==> src/verilog/fetch_pkg.sv <==
//////////////////////////////////////////////////////////////////////
// Shared widths, address, ID and instruction types, the buffered
// request and the sequencer state encoding of the block fetcher
//////////////////////////////////////////////////////////////////////

package fetch_pkg;

    // Address bus width toward the cache and the memory controller
    localparam int ADDR_W = 32;
    // Request ID width, returned with each response
    localparam int ID_W = 8;
    // Instruction width, whatever the architecture
    localparam int ILEN = 32;
    // Bytes per cache block, a memory read always covers a whole block
    localparam int BLOCK_BYTES = 16;

    typedef logic [ADDR_W-1:0] addr_t;
    typedef logic [ID_W-1:0]   id_t;
    typedef logic [ILEN-1:0]   instr_t;

    // One buffered read request
    typedef struct packed {
        addr_t addr;
        id_t   id;
    } fetch_req_t;

    // Sequencer states
    // IDLE waits for new requests, FETCH serves them,
    // LOAD waits for the refill, MISSED replays parked requests
    typedef enum logic [1:0] {
        IDLE   = 2'd0,
        FETCH  = 2'd1,
        MISSED = 2'd2,
        LOAD   = 2'd3
    } seq_state_t;

endpackage

==> src/verilog/lookup_if.sv <==
//////////////////////////////////////////////////////////////////////
// Lookup stage shared by the sequencer, the completion and the loader
//////////////////////////////////////////////////////////////////////

interface lookup_if
    import fetch_pkg::*;
();

    // Request presented to the cache on the previous cycle
    addr_t lk_addr;
    id_t   lk_id;
    // Set from a miss up to the refill, late lookups get parked
    logic  miss_pending;

    // Cache answer for the registered lookup
    logic  hit;
    logic  miss;
    // Refill strobe of the missed block
    logic  fill;

    // Memory read accepted, refill not yet written
    logic  loading;

    modport seq (
        output lk_addr, lk_id, miss_pending,
        input  hit, miss, fill, loading
    );

    modport cpl (
        input  lk_id, hit, miss_pending
    );

    modport ldr (
        input  lk_addr, lk_id, miss, fill,
        output loading
    );

endinterface

==> src/verilog/sync_fifo.sv <==
//////////////////////////////////////////////////////////////////////
// Single clock request FIFO, optional pass-through and flush
//////////////////////////////////////////////////////////////////////

module sync_fifo
    import fetch_pkg::*;
#(
    parameter int DEPTH     = 4,
    parameter int PASS_THRU = 0
)(
    input  logic       aclk,
    input  logic       aresetn,
    input  logic       flush,
    input  fetch_req_t data_in,
    input  logic       push,
    output logic       full,
    output fetch_req_t data_out,
    input  logic       pull,
    output logic       empty
);

    localparam int PTR_W = $clog2(DEPTH);

    // Pointers carry one wrap bit above the index
    logic [PTR_W:0] wr_ptr;
    logic [PTR_W:0] rd_ptr;
    logic           buf_empty;

    fetch_req_t mem [DEPTH];

    //////////////////////////////////////////////////////////////////
    // Pointers
    //////////////////////////////////////////////////////////////////

    always_ff @(posedge aclk or negedge aresetn) begin
        if (!aresetn) begin
            wr_ptr <= '0;
            rd_ptr <= '0;
        end else if (flush) begin
            wr_ptr <= '0;
            rd_ptr <= '0;
        end else begin
            if (push) begin
                wr_ptr <= wr_ptr + 1'b1;
            end
            if (pull) begin
                rd_ptr <= rd_ptr + 1'b1;
            end
        end
    end

    // Storage, written on every push even when passed through
    always_ff @(posedge aclk) begin
        if (push) begin
            mem[wr_ptr[PTR_W-1:0]] <= data_in;
        end
    end

    //////////////////////////////////////////////////////////////////
    // Status and read port
    //////////////////////////////////////////////////////////////////

    assign buf_empty = (wr_ptr == rd_ptr);
    // Same index, different lap
    assign full = (wr_ptr[PTR_W] != rd_ptr[PTR_W]) &&
                  (wr_ptr[PTR_W-1:0] == rd_ptr[PTR_W-1:0]);

    // In pass-through a push into an empty buffer is readable at once
    assign empty = buf_empty && !((PASS_THRU != 0) && push);
    assign data_out = ((PASS_THRU != 0) && buf_empty) ? data_in
                                                       : mem[rd_ptr[PTR_W-1:0]];

    // Callers must respect full and empty
    push_not_full: assert property (@(posedge aclk) disable iff (!aresetn)
        push && !flush |-> !full);
    pull_not_empty: assert property (@(posedge aclk) disable iff (!aresetn)
        pull && !flush |-> !empty);

endmodule

==> src/verilog/fetch_sequencer.sv <==
//////////////////////////////////////////////////////////////////////
// Request and missed-request FIFOs, cache read mux, lookup register
// and the sequencer FSM that orders new and replayed lookups
//////////////////////////////////////////////////////////////////////

module fetch_sequencer
    import fetch_pkg::*;
#(
    parameter int OSTDREQ_NUM = 4,
    parameter int MF_DEPTH    = 8
)(
    input  logic   aclk,
    input  logic   aresetn,
    input  logic   flush_reqs,
    input  logic   arvalid,
    output logic   arready,
    input  addr_t  araddr,
    input  id_t    arid,
    input  logic   rready,
    output logic   cache_ren,
    output addr_t  cache_raddr,
    output logic   pending_rd,
    lookup_if.seq  lk
);

    seq_state_t state;

    // New request FIFO
    fetch_req_t req_in;
    fetch_req_t req_head;
    logic       req_push;
    logic       req_pull;
    logic       req_full;
    logic       req_empty;
    // Missed request FIFO
    fetch_req_t mf_in;
    fetch_req_t mf_head;
    logic       mf_push;
    logic       mf_pull;
    logic       mf_full;
    logic       mf_empty;

    fetch_req_t cur_req;
    logic       can_issue;
    logic       issue_new;
    logic       issue_mf;
    // Registered lookup came from the missed FIFO
    logic       lk_mf;

    //////////////////////////////////////////////////////////////////
    // Buffering
    //////////////////////////////////////////////////////////////////

    assign req_in   = '{addr: araddr, id: arid};
    assign req_push = arvalid && arready;
    // No new request accepted while flushing
    assign arready  = !req_full && !flush_reqs;

    sync_fifo #(
        .DEPTH     (OSTDREQ_NUM),
        .PASS_THRU (1)
    ) req_fifo (
        .aclk     (aclk),
        .aresetn  (aresetn),
        .flush    (flush_reqs),
        .data_in  (req_in),
        .push     (req_push),
        .full     (req_full),
        .data_out (req_head),
        .pull     (req_pull),
        .empty    (req_empty)
    );

    // Park a new lookup that missed, or that hit behind a pending miss
    assign mf_in   = '{addr: lk.lk_addr, id: lk.lk_id};
    assign mf_push = !lk_mf && (lk.miss || (lk.hit && lk.miss_pending));
    // Replayed entry stays at the head until it hits
    assign mf_pull = lk_mf && lk.hit;

    sync_fifo #(
        .DEPTH     (MF_DEPTH),
        .PASS_THRU (0)
    ) miss_fifo (
        .aclk     (aclk),
        .aresetn  (aresetn),
        .flush    (flush_reqs),
        .data_in  (mf_in),
        .push     (mf_push),
        .full     (mf_full),
        .data_out (mf_head),
        .pull     (mf_pull),
        .empty    (mf_empty)
    );

    //////////////////////////////////////////////////////////////////
    // Cache read issue
    //////////////////////////////////////////////////////////////////

    // Never read while the response path is stalled or a refill runs
    assign can_issue = rready && !flush_reqs && !lk.loading;
    // New requests only once every parked one is served
    assign issue_new = ((state == IDLE) || (state == FETCH)) &&
                       mf_empty && !req_empty && !mf_full;
    // Replay one parked request at a time, wait for its answer
    assign issue_mf  = (state == MISSED) && !mf_empty && !lk_mf;

    assign cache_ren = can_issue && (issue_new || issue_mf);
    assign req_pull  = can_issue && issue_new;

    // Parked requests win the mux
    assign cur_req     = mf_empty ? req_head : mf_head;
    assign cache_raddr = cur_req.addr;

    assign pending_rd = !mf_empty || lk.loading;

    // Lookup stage, the cache answers one cycle later
    always_ff @(posedge aclk) begin
        lk.lk_addr <= cur_req.addr;
        lk.lk_id   <= cur_req.id;
    end

    always_ff @(posedge aclk or negedge aresetn) begin
        if (!aresetn) begin
            lk_mf           <= 1'b0;
            lk.miss_pending <= 1'b0;
        end else begin
            lk_mf <= cache_ren && issue_mf;
            if (flush_reqs || lk.fill) begin
                lk.miss_pending <= 1'b0;
            end else if (lk.miss) begin
                lk.miss_pending <= 1'b1;
            end
        end
    end

    //////////////////////////////////////////////////////////////////
    // Sequencer FSM
    //////////////////////////////////////////////////////////////////

    always_ff @(posedge aclk or negedge aresetn) begin
        if (!aresetn) begin
            state <= IDLE;
        end else if (flush_reqs) begin
            state <= IDLE;
        end else begin
            case (state)
                IDLE: begin
                    if (!req_empty && !lk.loading) begin
                        state <= FETCH;
                    end
                end
                FETCH: begin
                    // Stop on the first miss and wait for the refill
                    if (lk.miss) begin
                        state <= LOAD;
                    end else if (req_empty) begin
                        state <= IDLE;
                    end
                end
                MISSED: begin
                    if (lk_mf && lk.miss) begin
                        state <= LOAD;
                    end else if (mf_empty) begin
                        state <= req_empty ? IDLE : FETCH;
                    end
                end
                LOAD: begin
                    // Replay starts the cycle after the refill strobe
                    if (lk.fill) begin
                        state <= MISSED;
                    end
                end
                default: begin
                    state <= IDLE;
                end
            endcase
        end
    end

    no_read_in_load: assert property (@(posedge aclk) disable iff (!aresetn)
        state == LOAD |-> !cache_ren);

endmodule

==> src/verilog/read_completion.sv <==
//////////////////////////////////////////////////////////////////////
// Read data channel with a hold register under back-pressure
//////////////////////////////////////////////////////////////////////

module read_completion
    import fetch_pkg::*;
(
    input  logic   aclk,
    input  logic   aresetn,
    input  logic   rready,
    input  instr_t cache_rdata,
    output logic   rvalid,
    output id_t    rid,
    output instr_t rdata,
    lookup_if.cpl  lk
);

    // Response not accepted on its first cycle
    logic   hold_valid;
    instr_t hold_data;
    id_t    hold_id;

    //////////////////////////////////////////////////////////////////
    // Hold register
    //////////////////////////////////////////////////////////////////

    always_ff @(posedge aclk or negedge aresetn) begin
        if (!aresetn) begin
            hold_valid <= 1'b0;
        end else begin
            hold_valid <= rvalid && !rready;
        end
    end

    // Track the live response until one gets stuck
    always_ff @(posedge aclk) begin
        if (!hold_valid) begin
            hold_data <= cache_rdata;
            hold_id   <= lk.lk_id;
        end
    end

    //////////////////////////////////////////////////////////////////
    // Response outputs
    //////////////////////////////////////////////////////////////////

    // Hits behind a pending miss are parked, not returned
    assign rvalid = (lk.hit && !lk.miss_pending) || hold_valid;
    assign rdata  = hold_valid ? hold_data : cache_rdata;
    assign rid    = hold_valid ? hold_id : lk.lk_id;

    // A stalled response keeps its payload up to the handshake
    resp_stable: assert property (@(posedge aclk) disable iff (!aresetn)
        rvalid && !rready |=> rvalid && $stable(rdata) && $stable(rid));

endmodule

==> src/verilog/block_loader.sv <==
//////////////////////////////////////////////////////////////////////
// Memory controller read for a missed block and the loading flag
//////////////////////////////////////////////////////////////////////

module block_loader
    import fetch_pkg::*;
(
    input  logic  aclk,
    input  logic  aresetn,
    input  logic  flush_reqs,
    output logic  mem_arvalid,
    input  logic  mem_arready,
    output addr_t mem_araddr,
    output id_t   mem_arid,
    lookup_if.ldr lk
);

    // Byte offset inside a block
    localparam addr_t OFFSET_MASK = addr_t'(BLOCK_BYTES - 1);

    logic issue;

    // One block read at a time, later misses of a burst are ignored
    assign issue = lk.miss && !mem_arvalid && !lk.loading && !flush_reqs;

    //////////////////////////////////////////////////////////////////
    // Memory request
    //////////////////////////////////////////////////////////////////

    always_ff @(posedge aclk or negedge aresetn) begin
        if (!aresetn) begin
            mem_arvalid <= 1'b0;
        end else if (flush_reqs) begin
            // Abandon a request not yet accepted
            mem_arvalid <= 1'b0;
        end else if (issue) begin
            mem_arvalid <= 1'b1;
        end else if (mem_arready) begin
            mem_arvalid <= 1'b0;
        end
    end

    // Block aligned address, ID of the missed request
    always_ff @(posedge aclk) begin
        if (issue) begin
            mem_araddr <= lk.lk_addr & ~OFFSET_MASK;
            mem_arid   <= lk.lk_id;
        end
    end

    //////////////////////////////////////////////////////////////////
    // Loading flag
    //////////////////////////////////////////////////////////////////

    // Set on the handshake, held across a flush until the refill lands
    always_ff @(posedge aclk or negedge aresetn) begin
        if (!aresetn) begin
            lk.loading <= 1'b0;
        end else if (mem_arvalid && mem_arready) begin
            lk.loading <= 1'b1;
        end else if (lk.fill) begin
            lk.loading <= 1'b0;
        end
    end

endmodule

==> src/verilog/block_fetcher.sv <==
//////////////////////////////////////////////////////////////////////
// Instruction cache block fetcher top level
//////////////////////////////////////////////////////////////////////

module block_fetcher
    import fetch_pkg::*;
#(
    // Outstanding requests in the input FIFO, power of two
    parameter int OSTDREQ_NUM = 4,
    // Missed request FIFO depth, power of two
    parameter int MF_DEPTH    = 8
)(
    input  logic   aclk,
    input  logic   aresetn,
    // Control
    input  logic   flush_reqs,
    output logic   pending_rd,
    // Instruction read requests
    input  logic   arvalid,
    output logic   arready,
    input  addr_t  araddr,
    input  id_t    arid,
    // Responses
    output logic   rvalid,
    input  logic   rready,
    output id_t    rid,
    output instr_t rdata,
    // Cache read port
    output logic   cache_ren,
    output addr_t  cache_raddr,
    input  instr_t cache_rdata,
    input  logic   cache_hit,
    input  logic   cache_miss,
    input  logic   cache_writing,
    // Memory controller read request
    output logic   mem_arvalid,
    input  logic   mem_arready,
    output addr_t  mem_araddr,
    output id_t    mem_arid
);

    lookup_if lk ();

    // Cache answers and refill strobe
    assign lk.hit  = cache_hit;
    assign lk.miss = cache_miss;
    assign lk.fill = cache_writing;

    fetch_sequencer #(
        .OSTDREQ_NUM (OSTDREQ_NUM),
        .MF_DEPTH    (MF_DEPTH)
    ) i_fetch_sequencer (
        .aclk        (aclk),
        .aresetn     (aresetn),
        .flush_reqs  (flush_reqs),
        .arvalid     (arvalid),
        .arready     (arready),
        .araddr      (araddr),
        .arid        (arid),
        .rready      (rready),
        .cache_ren   (cache_ren),
        .cache_raddr (cache_raddr),
        .pending_rd  (pending_rd),
        .lk          (lk)
    );

    read_completion i_read_completion (
        .aclk        (aclk),
        .aresetn     (aresetn),
        .rready      (rready),
        .cache_rdata (cache_rdata),
        .rvalid      (rvalid),
        .rid         (rid),
        .rdata       (rdata),
        .lk          (lk)
    );

    block_loader i_block_loader (
        .aclk        (aclk),
        .aresetn     (aresetn),
        .flush_reqs  (flush_reqs),
        .mem_arvalid (mem_arvalid),
        .mem_arready (mem_arready),
        .mem_araddr  (mem_araddr),
        .mem_arid    (mem_arid),
        .lk          (lk)
    );

endmodule

==> config.mk <==
export PLATFORM = sky130hd
export DESIGN_NAME = block_fetcher
export DESIGN_NICKNAME = d
export VERILOG_FILES = /design/src/verilog/fetch_pkg.sv /design/src/verilog/lookup_if.sv /design/src/verilog/sync_fifo.sv /design/src/verilog/fetch_sequencer.sv /design/src/verilog/read_completion.sv /design/src/verilog/block_loader.sv /design/src/verilog/block_fetcher.sv
export SDC_FILE = /design/constraint.sdc
export NUM_CORES = 1
export LEC_CHECK = 0
export BUFFER_PORTS_ARGS = -buffer_cell sky130_fd_sc_hd__buf_2
export CAP_MARGIN = 30
export CORE_MARGIN = 1.5
export CORE_UTILIZATION = 40
export CTS_CLUSTER_DIAMETER = 120
export DETAILED_ROUTE_END_ITERATION = 6
export GPL_TIMING_DRIVEN = 0
export SLEW_MARGIN = 20
export SYNTH_ARGS = -nofsm -noshare
export SYNTH_HDL_FRONTEND = slang
export SYNTH_SLANG_ARGS = --single-unit
==> constraint.sdc <==
create_clock -name aclk -period 6.65 [get_ports aclk]
set_input_delay 0 -clock aclk [delete_from_list [all_inputs] [get_ports aclk]]
set_output_delay 0 -clock aclk [all_outputs]
set_load 0.01 [all_outputs]
[Word-level counts from Yosys, hierarchy flattened]
Memory sizes are Yosys's and may differ from the RTL's.
Cells that the tools add are included.
Word-level totals
  input port bits: 81
  register bits: 137
  memories kept: 2
  output and inout bits: 117
  word-level logic and storage cells: 119
  bits in writable memories: 480
Operators by class
  reductions and logical operators: 52
  equality and inequality tests: 13
  add/sub/neg operators: 4
  muxes and demuxes: 32
Memories
  i_fetch_sequencer.miss_fifo.mem: depth 8, width 40, read ports 1, clocked after Yosys merged registers in 0, write ports 1, line sync_fifo.sv:29  | fetch_req_t mem [DEPTH];
  i_fetch_sequencer.req_fifo.mem: depth 4, width 40, read ports 1, clocked after Yosys merged registers in 0, write ports 1, line sync_fifo.sv:29
Operator list (number)
  $mux W40: 2
  $mux W32: 1
  $logic_and A1 B1 Y1: 26
  $mux W4: 4
  $mux W2: 7
  $mux W1: 12
  $mux W3: 4
  $reduce_bool A2 Y1: 6
  $logic_not A1 Y1: 11
  $add A4 B1 Y4 const B: 2
  $mux W8: 1
  $ne A4 B3 Y1 const B: 2
  $pmux W2 S4: 1
  $add A3 B1 Y3 const B: 2
  $eq A3 B3 Y1: 2
  $logic_or A1 B1 Y1: 6
  $ne A3 B3 Y1 const B: 2
  $eq A2 B2 Y1 const B: 2
  $eq A4 B4 Y1: 1
  $reduce_and A4 Y1: 1
  $reduce_bool A3 Y1: 1
  $eq A2 B1 Y1 const B: 1
  $eq A2 B2 Y1: 1
  $logic_not A2 Y1: 1
  $ne A1 B1 Y1: 2

[Logic depth before layout (Yosys ltp)]
Gate-level depths: netlist (run 1).
  depth after elaboration: 13
  gate-level depth with buffers: 8
  mapped depth without buffers: 4

[Modules after synthesis]
A second synthesis (run 1) with hierarchy kept.
Unflattened totals
  cell total of the unflattened synthesis: 1103
  area total of the unflattened synthesis: 23999.3 µm²
By module, submodules not included
  sync_fifo (i_fetch_sequencer.miss_fifo): instances 1, seq. area each 9809.4 µm², cells an instance 516, area each 12633.4 µm²
  sync_fifo (i_fetch_sequencer.req_fifo): instances 1, seq. area each 4954.8 µm², cells an instance 291, area each 6799.0 µm²
  fetch_sequencer: instances 1, seq. area each 900.9 µm², cells an instance 157, area each 1830.5 µm²
  read_completion: instances 1, seq. area each 825.8 µm², cells an instance 90, area each 1532.7 µm²
  block_loader: instances 1, seq. area each 1131.1 µm², cells an instance 49, area each 1203.7 µm²

[Worst setup path after synthesis (run 1)]
No wires, ideal clock.
  kind: reg-to-reg
  from: register i_fetch_sequencer.lk_mf
  to: memory i_fetch_sequencer.miss_fifo.mem[7][0] in the netlist's numbering (enable)
  data required time: 6107 ps
  clock period less this slack: 5116 ps
  arrival: 4573 ps
  path slack: 1534 ps
  path buffers: 1
  cell stages (with the launch flop): 3
  cell sequence: dfrtp_1 > clkbuf_1 > nor4_1
Between the ends
  longest elaborated chain between the ends: 4
Ends and longest elaborated chain
  start, declared: line fetch_sequencer.sv:48  | logic lk_mf;
  start signal, assigned: line fetch_sequencer.sv:127  | lk_mf <= cache_ren && issue_mf;
  $logic_not A1 Y1: line fetch_sequencer.sv:76  | assign mf_push = !lk_mf && (lk.miss || (lk.hit && lk.miss_pending));
  $logic_and A1 B1 Y1: line fetch_sequencer.sv:76
  $mux W1: line sync_fifo.sv:54  | if (push) begin
  $mux W1 (not written as such): line sync_fifo.sv:55  | mem[wr_ptr[PTR_W-1:0]] <= data_in;
  end, declared: line sync_fifo.sv:29
Every way passes these cells.

==> qor.txt, run 1 <==
Largest net degree at the start of global routing: 37
Worst Tran Pin Value: 0.958 ns
Die Ht: 245 um
Clk pwr share: 0.397
Buffer and inverter count on the worst path: 4
Starting density of the core: 0.406
Distinct cells, synth: 45
Critical path cell sequence: buf_2 > xnor2_1 > nand3_1 > buf_2 > mux2i_1 > a21oi_1 > buf_4 > buf_2
Core area: 57900 um^2
Inserted Diodes: 0
Syn Inst Count: 1158
Global Route Usage Sum: 0.181
Tcrit/Tclk final: 0.517
Max-cap viol count: 0
Slowest cell on crit path: nand3_1
Final WL: 53.2 mm
Max Root-Sink Buffers: 3
Initial antenna violation count: 0
Clk Latency, worst-skew pair: 0.60 ns
Clk sinks: 617
Via count: 12200
Number of setup violations in the final report: 0
Yosys warning total: 0
Total gr overflow: 0
Static leakage: 10.1 nW
Seq cells post-synth: 617
Crit path top cell by count: buf_2
Worst path max stage delay: 0.52 ns
Worst-path clk slew: 0.06 ns
Crit Path Class: reg -> out
RSZ-0062 raised after global routing: false
Net Switching: 2.19 mW
Die width: 245 um
Post-route DRC: 0
Pwr dens: 326 nW/um^2
Vias in the first global route: 13000
Top FF cell, synth: edfxtp_1
Post-synth top area share: 0.660
Clk_skew: 0.0245 ns
Setup bufs post-CTS: 0
Critical path required time: 6.65 ns
Status: finished clean
FMAX: 291 MHz
Top Ports: 198
Share of cells above drive strength 1: 0.393
Crit-path max FO: 10
Flop pwr share: 0.505
Final hold violations: 0
CP arrival: 3.44 ns
Startpoint types: flop
Wire per inst: 22.4 um
TritonCTS clock tree: done
CTS Hold Bufs: 83
Worst IR Drop VDD: 0.000210 V
Final hold slack: 0.0154 ns
Seq/Total Area, Yosys: 0.750
Hpwl dp: 34.7 mm
Pint: 7.28 mW
Root buffer cell: clkbuf_16
GPL Wtd Cong: 0.701
Pre-antenna DRT Iters: 5
Crit path max-delay family: buffers and inverters
CP endpoint kind: output pin
Comb power frac: 0.098
Die area: 60200 um^2
EDFF count, synth: 516
Final nets: 1651
Max-slew violation count: 0
R2R cell count: 6
CTS HTree Levels: 3
Hold Crit Class: in -> async
Area leader, netlist: edfxtp_1
DRT iter0 DRCs: 896
TritonCTS Buffers: 67
Mean Syn Cell Area: 20.3 um^2
Via density: 5.14
PortBufs: 193
PostCTS Resize Cnt: 0
Asr flop ratio synth: 0.0340
Fin crit period: 3.44 ns
Number of stages on the worst setup path: 8
Area growth syn-to-layout: 23.7%
Max_slew headroom: 0.361
Post-route ant nets: 0
Synth area leaders: edfxtp_1 66%, mux4_2 12%, dfxtp_1 6.8%, dfrtp_1 2.2%, a211oi_2 2.0%
Total Power Consumption: 9.47 mW
First-pass GRT wire length: 80.2 mm
Syn Std Cell Area: 23500 um^2
Rows: 88
Sw frac: 0.231
==> synth_stat cells, types with 4 or more instances <==
cell,instances
ha_1,7
inv_1,9
xnor2_1,10
mux2i_1,41
a21oi_1,49
nor2_1,12
dfrtp_1,21
buf_1,8
nand3_1,5
nor3b_1,7
buf_2,34
clkbuf_1,14
mux2_2,40
buf_4,37
a211oi_2,38
mux4_2,120
and2_1,5
xor2_1,5
nand4_1,4
buf_6,5
nor2b_1,43
nand2_1,11
dfxtp_1,80
o21ai_0,6
edfxtp_1,516
==> metrics by stage <==
step,setup TNS (ns),std cells,instance area [um^2],setup slack [ns],utilization
detailed placement,0,2176,26000,3.82,0.449
finish,0,2379,29100,3.21,0.502
global placement,-381.98,2119,25400,-3.23,0.439
floorplan,0,1161,23500,1.53,-
global route,0,2379,29100,3.06,0.502
CTS,0,2379,29100,3.16,0.502
==> worst reg2reg max path, delay by kind of cell (launching register included) <==
family	cells	cell delay [ns]
compound gates	1	0.46
xor+xnor	1	0.34
buf+inv	2	0.65
flops	1	0.38
mux	1	0.20
simple gates	1	0.52
==> power groups by stage <==
stage                     clock network (mW)  registers [mW]  logic (mW)
final                                   3.76            4.79       0.929
after global routing                    4.00            4.82        1.01
after CTS                               3.85            4.79       0.948
after detailed placement                   0            4.87       0.905
after global placement                     0            4.86       0.871
after floorplan                            0            4.79       0.551
==> area by class of cell <==
type	count	area, um^2
Buffer	98	587
Clock inverter	32	388
Fill cell	4811	28900
Tap cell	765	957
Multi-Input combinational cell	437	5320
Inverter	9	33.8
Clock buffer	88	1840
Sequential cell	617	17600
Timing Repair Buffer	333	2310
==> cells by family (layout without fill, tap and decap cells) <==
group / after synthesis / count (layout) / synth area share
DFF: 617 / 617 / 0.750
muxes: 202 / 202 / 0.152
AOI/OAI and AO/OA: 107 / 107 / 0.0365
buffers and inverters: 107 / 560 / 0.0264
and+or+nand+nor: 102 / 102 / 0.0250
xor gates and xnor gates: 15 / 15 / 0.00559
adders and majority gates: 7 / 7 / 0.00373
other: 1 / 4 / 0.000160
==> final timing paths <==
| kind | end | slack, ns | start |
|---|---|---|---|
| min in group aclk | i_read_completion.hold_data[27]$_DFF_P_ | 0.17 | cache_rdata[27] |
| max in group asynchronous | i_fetch_sequencer.state[1]$_DFFE_PN0P_ | 6.27 | aresetn |
| worst min register to register | i_read_completion.hold_id[4]$_DFF_P_ | 0.47 | i_read_completion.hold_id[4]$_DFF_P_ |
| worst max register to register | i_fetch_sequencer.lk.lk_addr[23]$_DFF_P_ | 3.96 | i_fetch_sequencer.req_fifo.rd_ptr[1]$_DFFE_PN0P_ |
| worst max-delay path | cache_raddr[23] | 3.21 | i_fetch_sequencer.req_fifo.rd_ptr[1]$_DFFE_PN0P_ |
| worst min-delay path | i_block_loader.mem_arvalid$_DFFE_PN0P_ | 0.02 | aresetn |
==> cell usage in the layout (no fill, tap or decap), drive strengths merged, types with 2 or more instances in the layout <==
cell type	n
dlygate4sd3	82
bufinv	8
nand3	5
and2	5
o21ai	6
ha	7
buf	335
edfxtp	516
clkinv	19
dfxtp	80
dfrtp	21
mux2i	41
nor4	2
nand4	4
a31o	2
xnor2	10
or3	2
clkbuf	102
xor2	5
nand2	11
o31ai	2
a211oi	41
nor2b	43
conb	4
mux2	41
nand2b	3
nor2	12
inv	13
nor3b	7
nor3	3
mux4	120
a31oi	2
a21oi	49
==> sequential cells by signal, indices dropped and copies added, names as in the netlist, 8 cells and up <==
register,count
i_block_loader.mem_araddr,28
i_block_loader.mem_arid,8
i_fetch_sequencer.lk.lk_addr,32
i_fetch_sequencer.lk.lk_id,8
i_fetch_sequencer.miss_fifo.mem,320
i_fetch_sequencer.req_fifo.mem,160
i_read_completion.hold_data,32
i_read_completion.hold_id,8
==> metal layers <==
layer / GRT usage / share of wire / vias to the layer above
li1: - / - / 5441
met1: 0.243 / 0.42 / 6350
met2: 0.300 / 0.50 / 368
met3: 0.0308 / 0.056 / 63
met4: 0.0554 / 0.019 / 2
met5: 0.00817 / 0.0013 / -
No activity file was read; power rests on OpenSTA's default activity.
==> run 2, diff against run 1 <==
clock period = 2.85 ns   (was 6.65 ns; I/O delays follow)
==> run 2 against run 1 <==
Compared with the run above: critical path depth stayed put; critical path type unchanged; clock-buffer cell count is 9 higher; wire length is 0.78% lower; sequential share of layout area down 0.30 points; flip-flop and latch count unchanged; cell area is 0.50% higher; utilization rose by 0.25 points; die area did not move; largest cell class unchanged; combinational power is 140% higher; worst setup slack worse by 3.1 ns; highest routed layer is now met4; sequential power increased by 130%.
==> qor.txt, run 2 (synthesis results as in run 1) <==
Final hold violations: 0
Fill cell count: 4774
Final nets: 1631
Rows: 88
Commonest non-fill, non-tap cells in the layout: 516 x edfxtp_1, 202 x buf_2, 120 x mux4_2
Placed Instances: 2157
GPL Wtd Cong: 0.717
Crit Path Class: reg -> out
Final worst setup slack: 0.0666 ns
Core area: 57900 um^2
Met1 Track Usage GR: 0.243
Post-Layout Cell Count: 2360
Pre-antenna DRT Iters: 4
Die width: 245 um
Vias in the first global route: 13000
Final instance area: 29200 um^2
Placed Area: 26100 um^2
Die Ht: 245 um
Final core utilization: 0.504
Clk_skew: 0.0132 ns
DRT iter0 DRCs: 736
Starting density of the core: 0.406
Total gr overflow: 0
Max-slew violation count: 0
Clk Latency, worst-skew pair: 0.58 ns
Share of cells above drive strength 1: 0.398
Setup bufs post-CTS: 0
Status: finished clean
Startpoint types: flop
Global routing usage on met3: 0.0351
Largest net degree at the start of global routing: 40
Post-route DRC: 0
Number of setup violations in the final report: 0
Worst Tran Pin Value: 0.752 ns
FMAX: 359 MHz
Clk sinks: 617
Inserted Diodes: 0
TritonCTS Buffers: 66
Max-cap viol count: 0
Via count: 12200
Max_slew headroom: 0.498
Max Root-Sink Buffers: 3
Setup TNS: 0 ns
Commonest non-fill, non-tap cell in the layout: edfxtp_1
Gr busiest metal: met2
Final WL: 52.8 mm
Global Route Usage Sum: 0.180
Top Ports: 198
Post-route ant nets: 0
Crit-path max FO: 10
Wire per inst: 22.4 um
Hpwl dp: 34.5 mm
CTS HTree Levels: 3
CP endpoint kind: output pin
Root buffer cell: clkbuf_16
CP arrival: 2.78 ns
Worst-path clk slew: 0.06 ns
Worst IR Drop VDD: 0.000456 V
Via density: 5.15
TritonCTS clock tree: done
Tcrit/Tclk final: 0.977
Die area: 60200 um^2
Fin crit period: 2.78 ns
M2 GR Usage: 0.294
Pwr dens: 739 nW/um^2
Place WS: -0.0791 ns
Static leakage: 9.97 nW
RSZ-0062 raised after global routing: false
Initial antenna violation count: 1
Flip-flop count of the largest register after layout: 320
First-pass GRT wire length: 80.1 mm
PortBufs: 193
Area growth syn-to-layout: 24.3%
Critical path required time: 2.85 ns
Hold Crit Class: in -> async
## run 2: what timing repair did
action                                  4_1_cts  5_1_grt
endpoints found under the hold margin       277        0
endpoints found under the setup margin       34       31
hold buffers                                 83        0
resized for setup                            60       19
pin swaps                                     5        1
## run 2: final cells by class
cell class                      count  area (um^2)  area share
Inverter                            9         33.8     0.00116
Sequential cell                   617        17600       0.604
Tap cell                          765          957      0.0328
Timing Repair Buffer              314         2350      0.0803
Buffer                             98          722      0.0247
Multi-Input combinational cell    437         5470       0.187
Clock buffer                       97         1870      0.0641
Clock inverter                     23          176     0.00604
## run 2: per-stage QoR
step                      total power, mW  hold slack [ns]
after floorplan                      12.5           -0.296
after global placement               13.4         0.000283
after detailed placement             13.5          0.00980
after CTS                            21.8            0.147
after global routing                 22.4           0.0556
final                                21.6           0.0104
## run 2: metal layers
layer	share of wire	vias to the layer above
li1	-	5389
met1	0.43	6324
met2	0.49	356
met3	0.052	89
met4	0.028	0
met5	0	-
## run 2: report_power, final
group	leakage (nW)	total, mW	switching (mW)	internal [mW]
clock	0.985	8.13	3.38	4.75
combinational	3.35	2.27	1.17	1.10
sequential	5.63	11.2	0.486	10.7
total	9.97	21.6	5.04	16.5
## run 2: worst paths after layout
| path | from | end | slack [ns] | cells past startpoint |
|---|---|---|---|---|
| min reg2reg | i_read_completion.hold_data[13]$_DFF_P_ | i_read_completion.hold_data[13]$_DFF_P_ | 0.47 | 1 |
| max | i_fetch_sequencer.req_fifo.rd_ptr[1]$_DFFE_PN0P_ | cache_raddr[11] | 0.07 | 8 |
| max reg2reg | i_fetch_sequencer.lk_mf$_DFF_PN0_ | i_fetch_sequencer.miss_fifo.mem[2][21]$_DFFE_PP_ | 0.39 | 5 |
| min | aresetn | i_fetch_sequencer.req_fifo.wr_ptr[1]$_DFFE_PN0P_ | 0.01 | 3 |
| max in group asynchronous | aresetn | i_fetch_sequencer.miss_fifo.rd_ptr[0]$_DFFE_PN0P_ | 2.45 | 3 |
| min in group aclk | araddr[23] | i_fetch_sequencer.req_fifo.mem[2][31]$_DFFE_PP_ | 0.18 | 2 |
## run 2: critical path: stages, from the launching register on
cell and delay, ns:
dfrtp_1 0.38, buf_2 0.26, xnor2_4 0.28, nand3_4 0.23
buf_6 0.26, mux2i_2 0.20, a21oi_2 0.30, buf_4 0.16
buf_2 0.11
==> run 3, diff against run 2 <==
ABC_AREA = 1   (was default)
CORE_UTILIZATION = 50   (was 40)
PLACE_DENSITY = 0.71   (was default)
==> run 3 against run 2 <==
Compared with the run above: global-route usage grew 7.5 points; non-clock buffer count grew 36; utilization grew 11 points; via count grew 34%; critical path depth grew 2; die area shrank 18%; critical endpoint is now cache_raddr[28].
==> qor.txt, run 3 <==
Starting density of the core: 0.505
Worst IR Drop VDD: 0.000480 V
Top Ports: 198
Max Root-Sink Buffers: 3
Post-route DRC: 0
Area growth syn-to-layout: 21.6%
CP arrival: 2.78 ns
Worst Hold Launch: cache_rdata[6]
Seq/Total Area, Yosys: 0.734
RSZ-0062 raised after global routing: true
Wire per inst: 22.2 um
DRT iter0 DRCs: 1685
Status: finished clean
Root buffer cell: clkbuf_16
Max_slew headroom: 0.451
Tcrit/Tclk final: 0.977
Yosys warning total: 0
Vias in the first global route: 16400
Pwr dens: 743 nW/um^2
CP endpoint kind: output pin
Hold Crit Class: in -> reg
Clk Latency, worst-skew pair: 0.62 ns
Share of cells above drive strength 1: 0.229
Largest net degree at the start of global routing: 22
Core area: 47500 um^2
FMAX: 359 MHz
Seq cells post-synth: 617
Number of setup violations in the final report: 0
Clk sinks: 617
Post-synth top area share: 0.645
Crit-path max FO: 10
Synth area leaders: edfxtp_1 65%, dfxtp_1 6.7%, o21ai_0 5.7%, nor2_1 4.7%, nand2_1 2.7%
Flip-flop count of the largest register after layout: 320
Critical path cell sequence: buf_4 > inv_4 > buf_4 > buf_4 > nor2_1 > o211ai_1 > o21ai_1 > a22oi_1 > buf_4 > buf_2
Post-Layout Cell Count: 2848
Fill cell count: 3483
Syn Inst Count: 1818
Total gr overflow: 0
TritonCTS clock tree: done
Buffer and inverter count on the worst path: 6
Placed Instances: 2652
GPL Wtd Cong: 0.824
Die Ht: 222 um
Worst path max stage delay: 0.38 ns
RR Startpoint: i_fetch_sequencer.req_fifo.rd_ptr[0]$_DFFE_PN0P_
Via density: 5.73
Pre-antenna DRT Iters: 6
Clk_skew: 0.0114 ns
Final WL: 63.2 mm
Setup bufs post-CTS: 0
Cell with the most instances after synthesis: edfxtp_1
Worst-path clk slew: 0.06 ns
Global Route Usage Sum: 0.255
PortBufs: 193
Max-slew violation count: 0
Final nets: 2270
Post-route ant nets: 0
CTS HTree Levels: 2
Worst setup path start: i_fetch_sequencer.miss_fifo.rd_ptr[0]$_DFFE_PN0P_
Fin crit period: 2.78 ns
Slowest cell on crit path: dfrtp_1
Hold depth: 4
Mean Syn Cell Area: 13.2 um^2
Critical path required time: 2.85 ns
Die area: 49300 um^2
Static leakage: 10.6 nW
Crit path top cell by count: buf_4
Most common library cells after synthesis: 516 x edfxtp_1, 303 x nor2_1, 274 x o21ai_0, 172 x nand2_1, 81 x clkbuf_1
Startpoint types: flop
Commonest non-fill, non-tap cell in the layout: edfxtp_1
Commonest non-fill, non-tap cells in the layout: 516 x edfxtp_1, 292 x nor2_1, 274 x o21ai_0
Area leader, netlist: edfxtp_1
Final hold violations: 0
Worst Tran Pin Value: 0.821 ns
Final core utilization: 0.614
Max-cap viol count: 0
Top FF cell, synth: edfxtp_1
Distinct cells, synth: 43
First-pass GRT wire length: 94.9 mm
Die width: 222 um
Hpwl dp: 40.5 mm
Rows: 80
EDFF count, synth: 516
Crit path max-delay family: buffers and inverters
Initial antenna violation count: 3
Syn Std Cell Area: 24000 um^2
R2R cell count: 10
Hold Path End: i_read_completion.hold_data[6]$_DFF_P_
TritonCTS Buffers: 59
Asr flop ratio synth: 0.0340
Via count: 16300
Crit Path Class: reg -> out
R2R Setup Slk: 0.19 ns
Reg2reg end: i_fetch_sequencer.req_fifo.mem[0][21]$_DFFE_PP_
## run 3: worst max path at each step
stage	cells after the start	slack (ns)	end
after floorplan	6	-0.41	i_fetch_sequencer.req_fifo.mem[0][0]$_DFFE_PP_
final	10	0.07	cache_raddr[28]
after global placement	9	-2.10	i_fetch_sequencer.req_fifo.mem[0][12]$_DFFE_PP_
after global routing	11	-0.02	cache_raddr[4]
after detailed placement	10	0.19	i_fetch_sequencer.req_fifo.mem[0][12]$_DFFE_PP_
after CTS	8	0.008	cache_raddr[25]
## run 3: cell families (layout without fill, tap and decap cells)
group                      Yosys count  after routing  synth area share
AOI/OAI and AO/OA                  504            504             0.139
xor gates and xnor gates             5              5           0.00214
adders and majority gates            7              7           0.00365
buffers and inverters              178            589            0.0385
DFF                                617            617             0.734
other                                1              5          0.000156
and+or+nand+nor                    506            506            0.0822
## run 3: report_power, final
part	leakage (nW)	internal [mW]	switching, mW	total [mW]
registers	5.66	10.8	0.526	11.3
clock network	0.937	4.56	3.30	7.86
logic	4.04	0.997	1.56	2.56
## run 3: final cells by class
type,instances,area (um^2),area share
Antenna cell,1,2.50,0.0000857
Buffer,148,837,0.0287
Clock buffer,81,1640,0.0563
Clock inverter,30,292,0.00999
Inverter,30,116,0.00399
Multi-Input combinational cell,1026,5580,0.191
Sequential cell,617,17600,0.604
Tap cell,615,769,0.0264
Timing Repair Buffer,300,2330,0.0798
## run 3: stage by stage
stage | power [mW] | hold slack (ns) | TNS, ns | worst slack [ns] | instance area, um^2
2_1_floorplan | 12.7 | -0.296 | -49.27 | -0.411 | 24000
3_3_place_gp | 13.7 | 0.0161 | -619.74 | -2.10 | 25800
3_5_place_dp | 13.9 | 0.0298 | 0 | 0.192 | 26400
4_1_cts | 21.8 | 0.0926 | 0 | 0.00782 | 29200
5_1_grt | 22.4 | 0.137 | -0.0577 | -0.0209 | 29200
6_report | 21.7 | 0.132 | 0 | 0.0669 | 29200
## run 3: per-layer routing
layer  global-route usage  share of wire  vias up
li1                     -              -     7350
met1                0.337           0.40     7984
met2                0.416           0.48      839
met3               0.0546          0.089      156
met4               0.0913          0.031        4
met5                    0        0.00027        -
## run 3: worst min-delay path, cell delays in order
cell and delay [ns]:
dlygate4sd3_1 0.52, buf_2 0.09, nand2_1 0.04, nand2_1 0.07
## run 3: what timing repair did
action / CTS / global route
hold endpoints to repair: 277 / 0
endpoints found under the setup margin: 13 / 31
hold buffers: 84 / 0
gates resized for setup: 11 / 30
gates cloned: 0 / 0
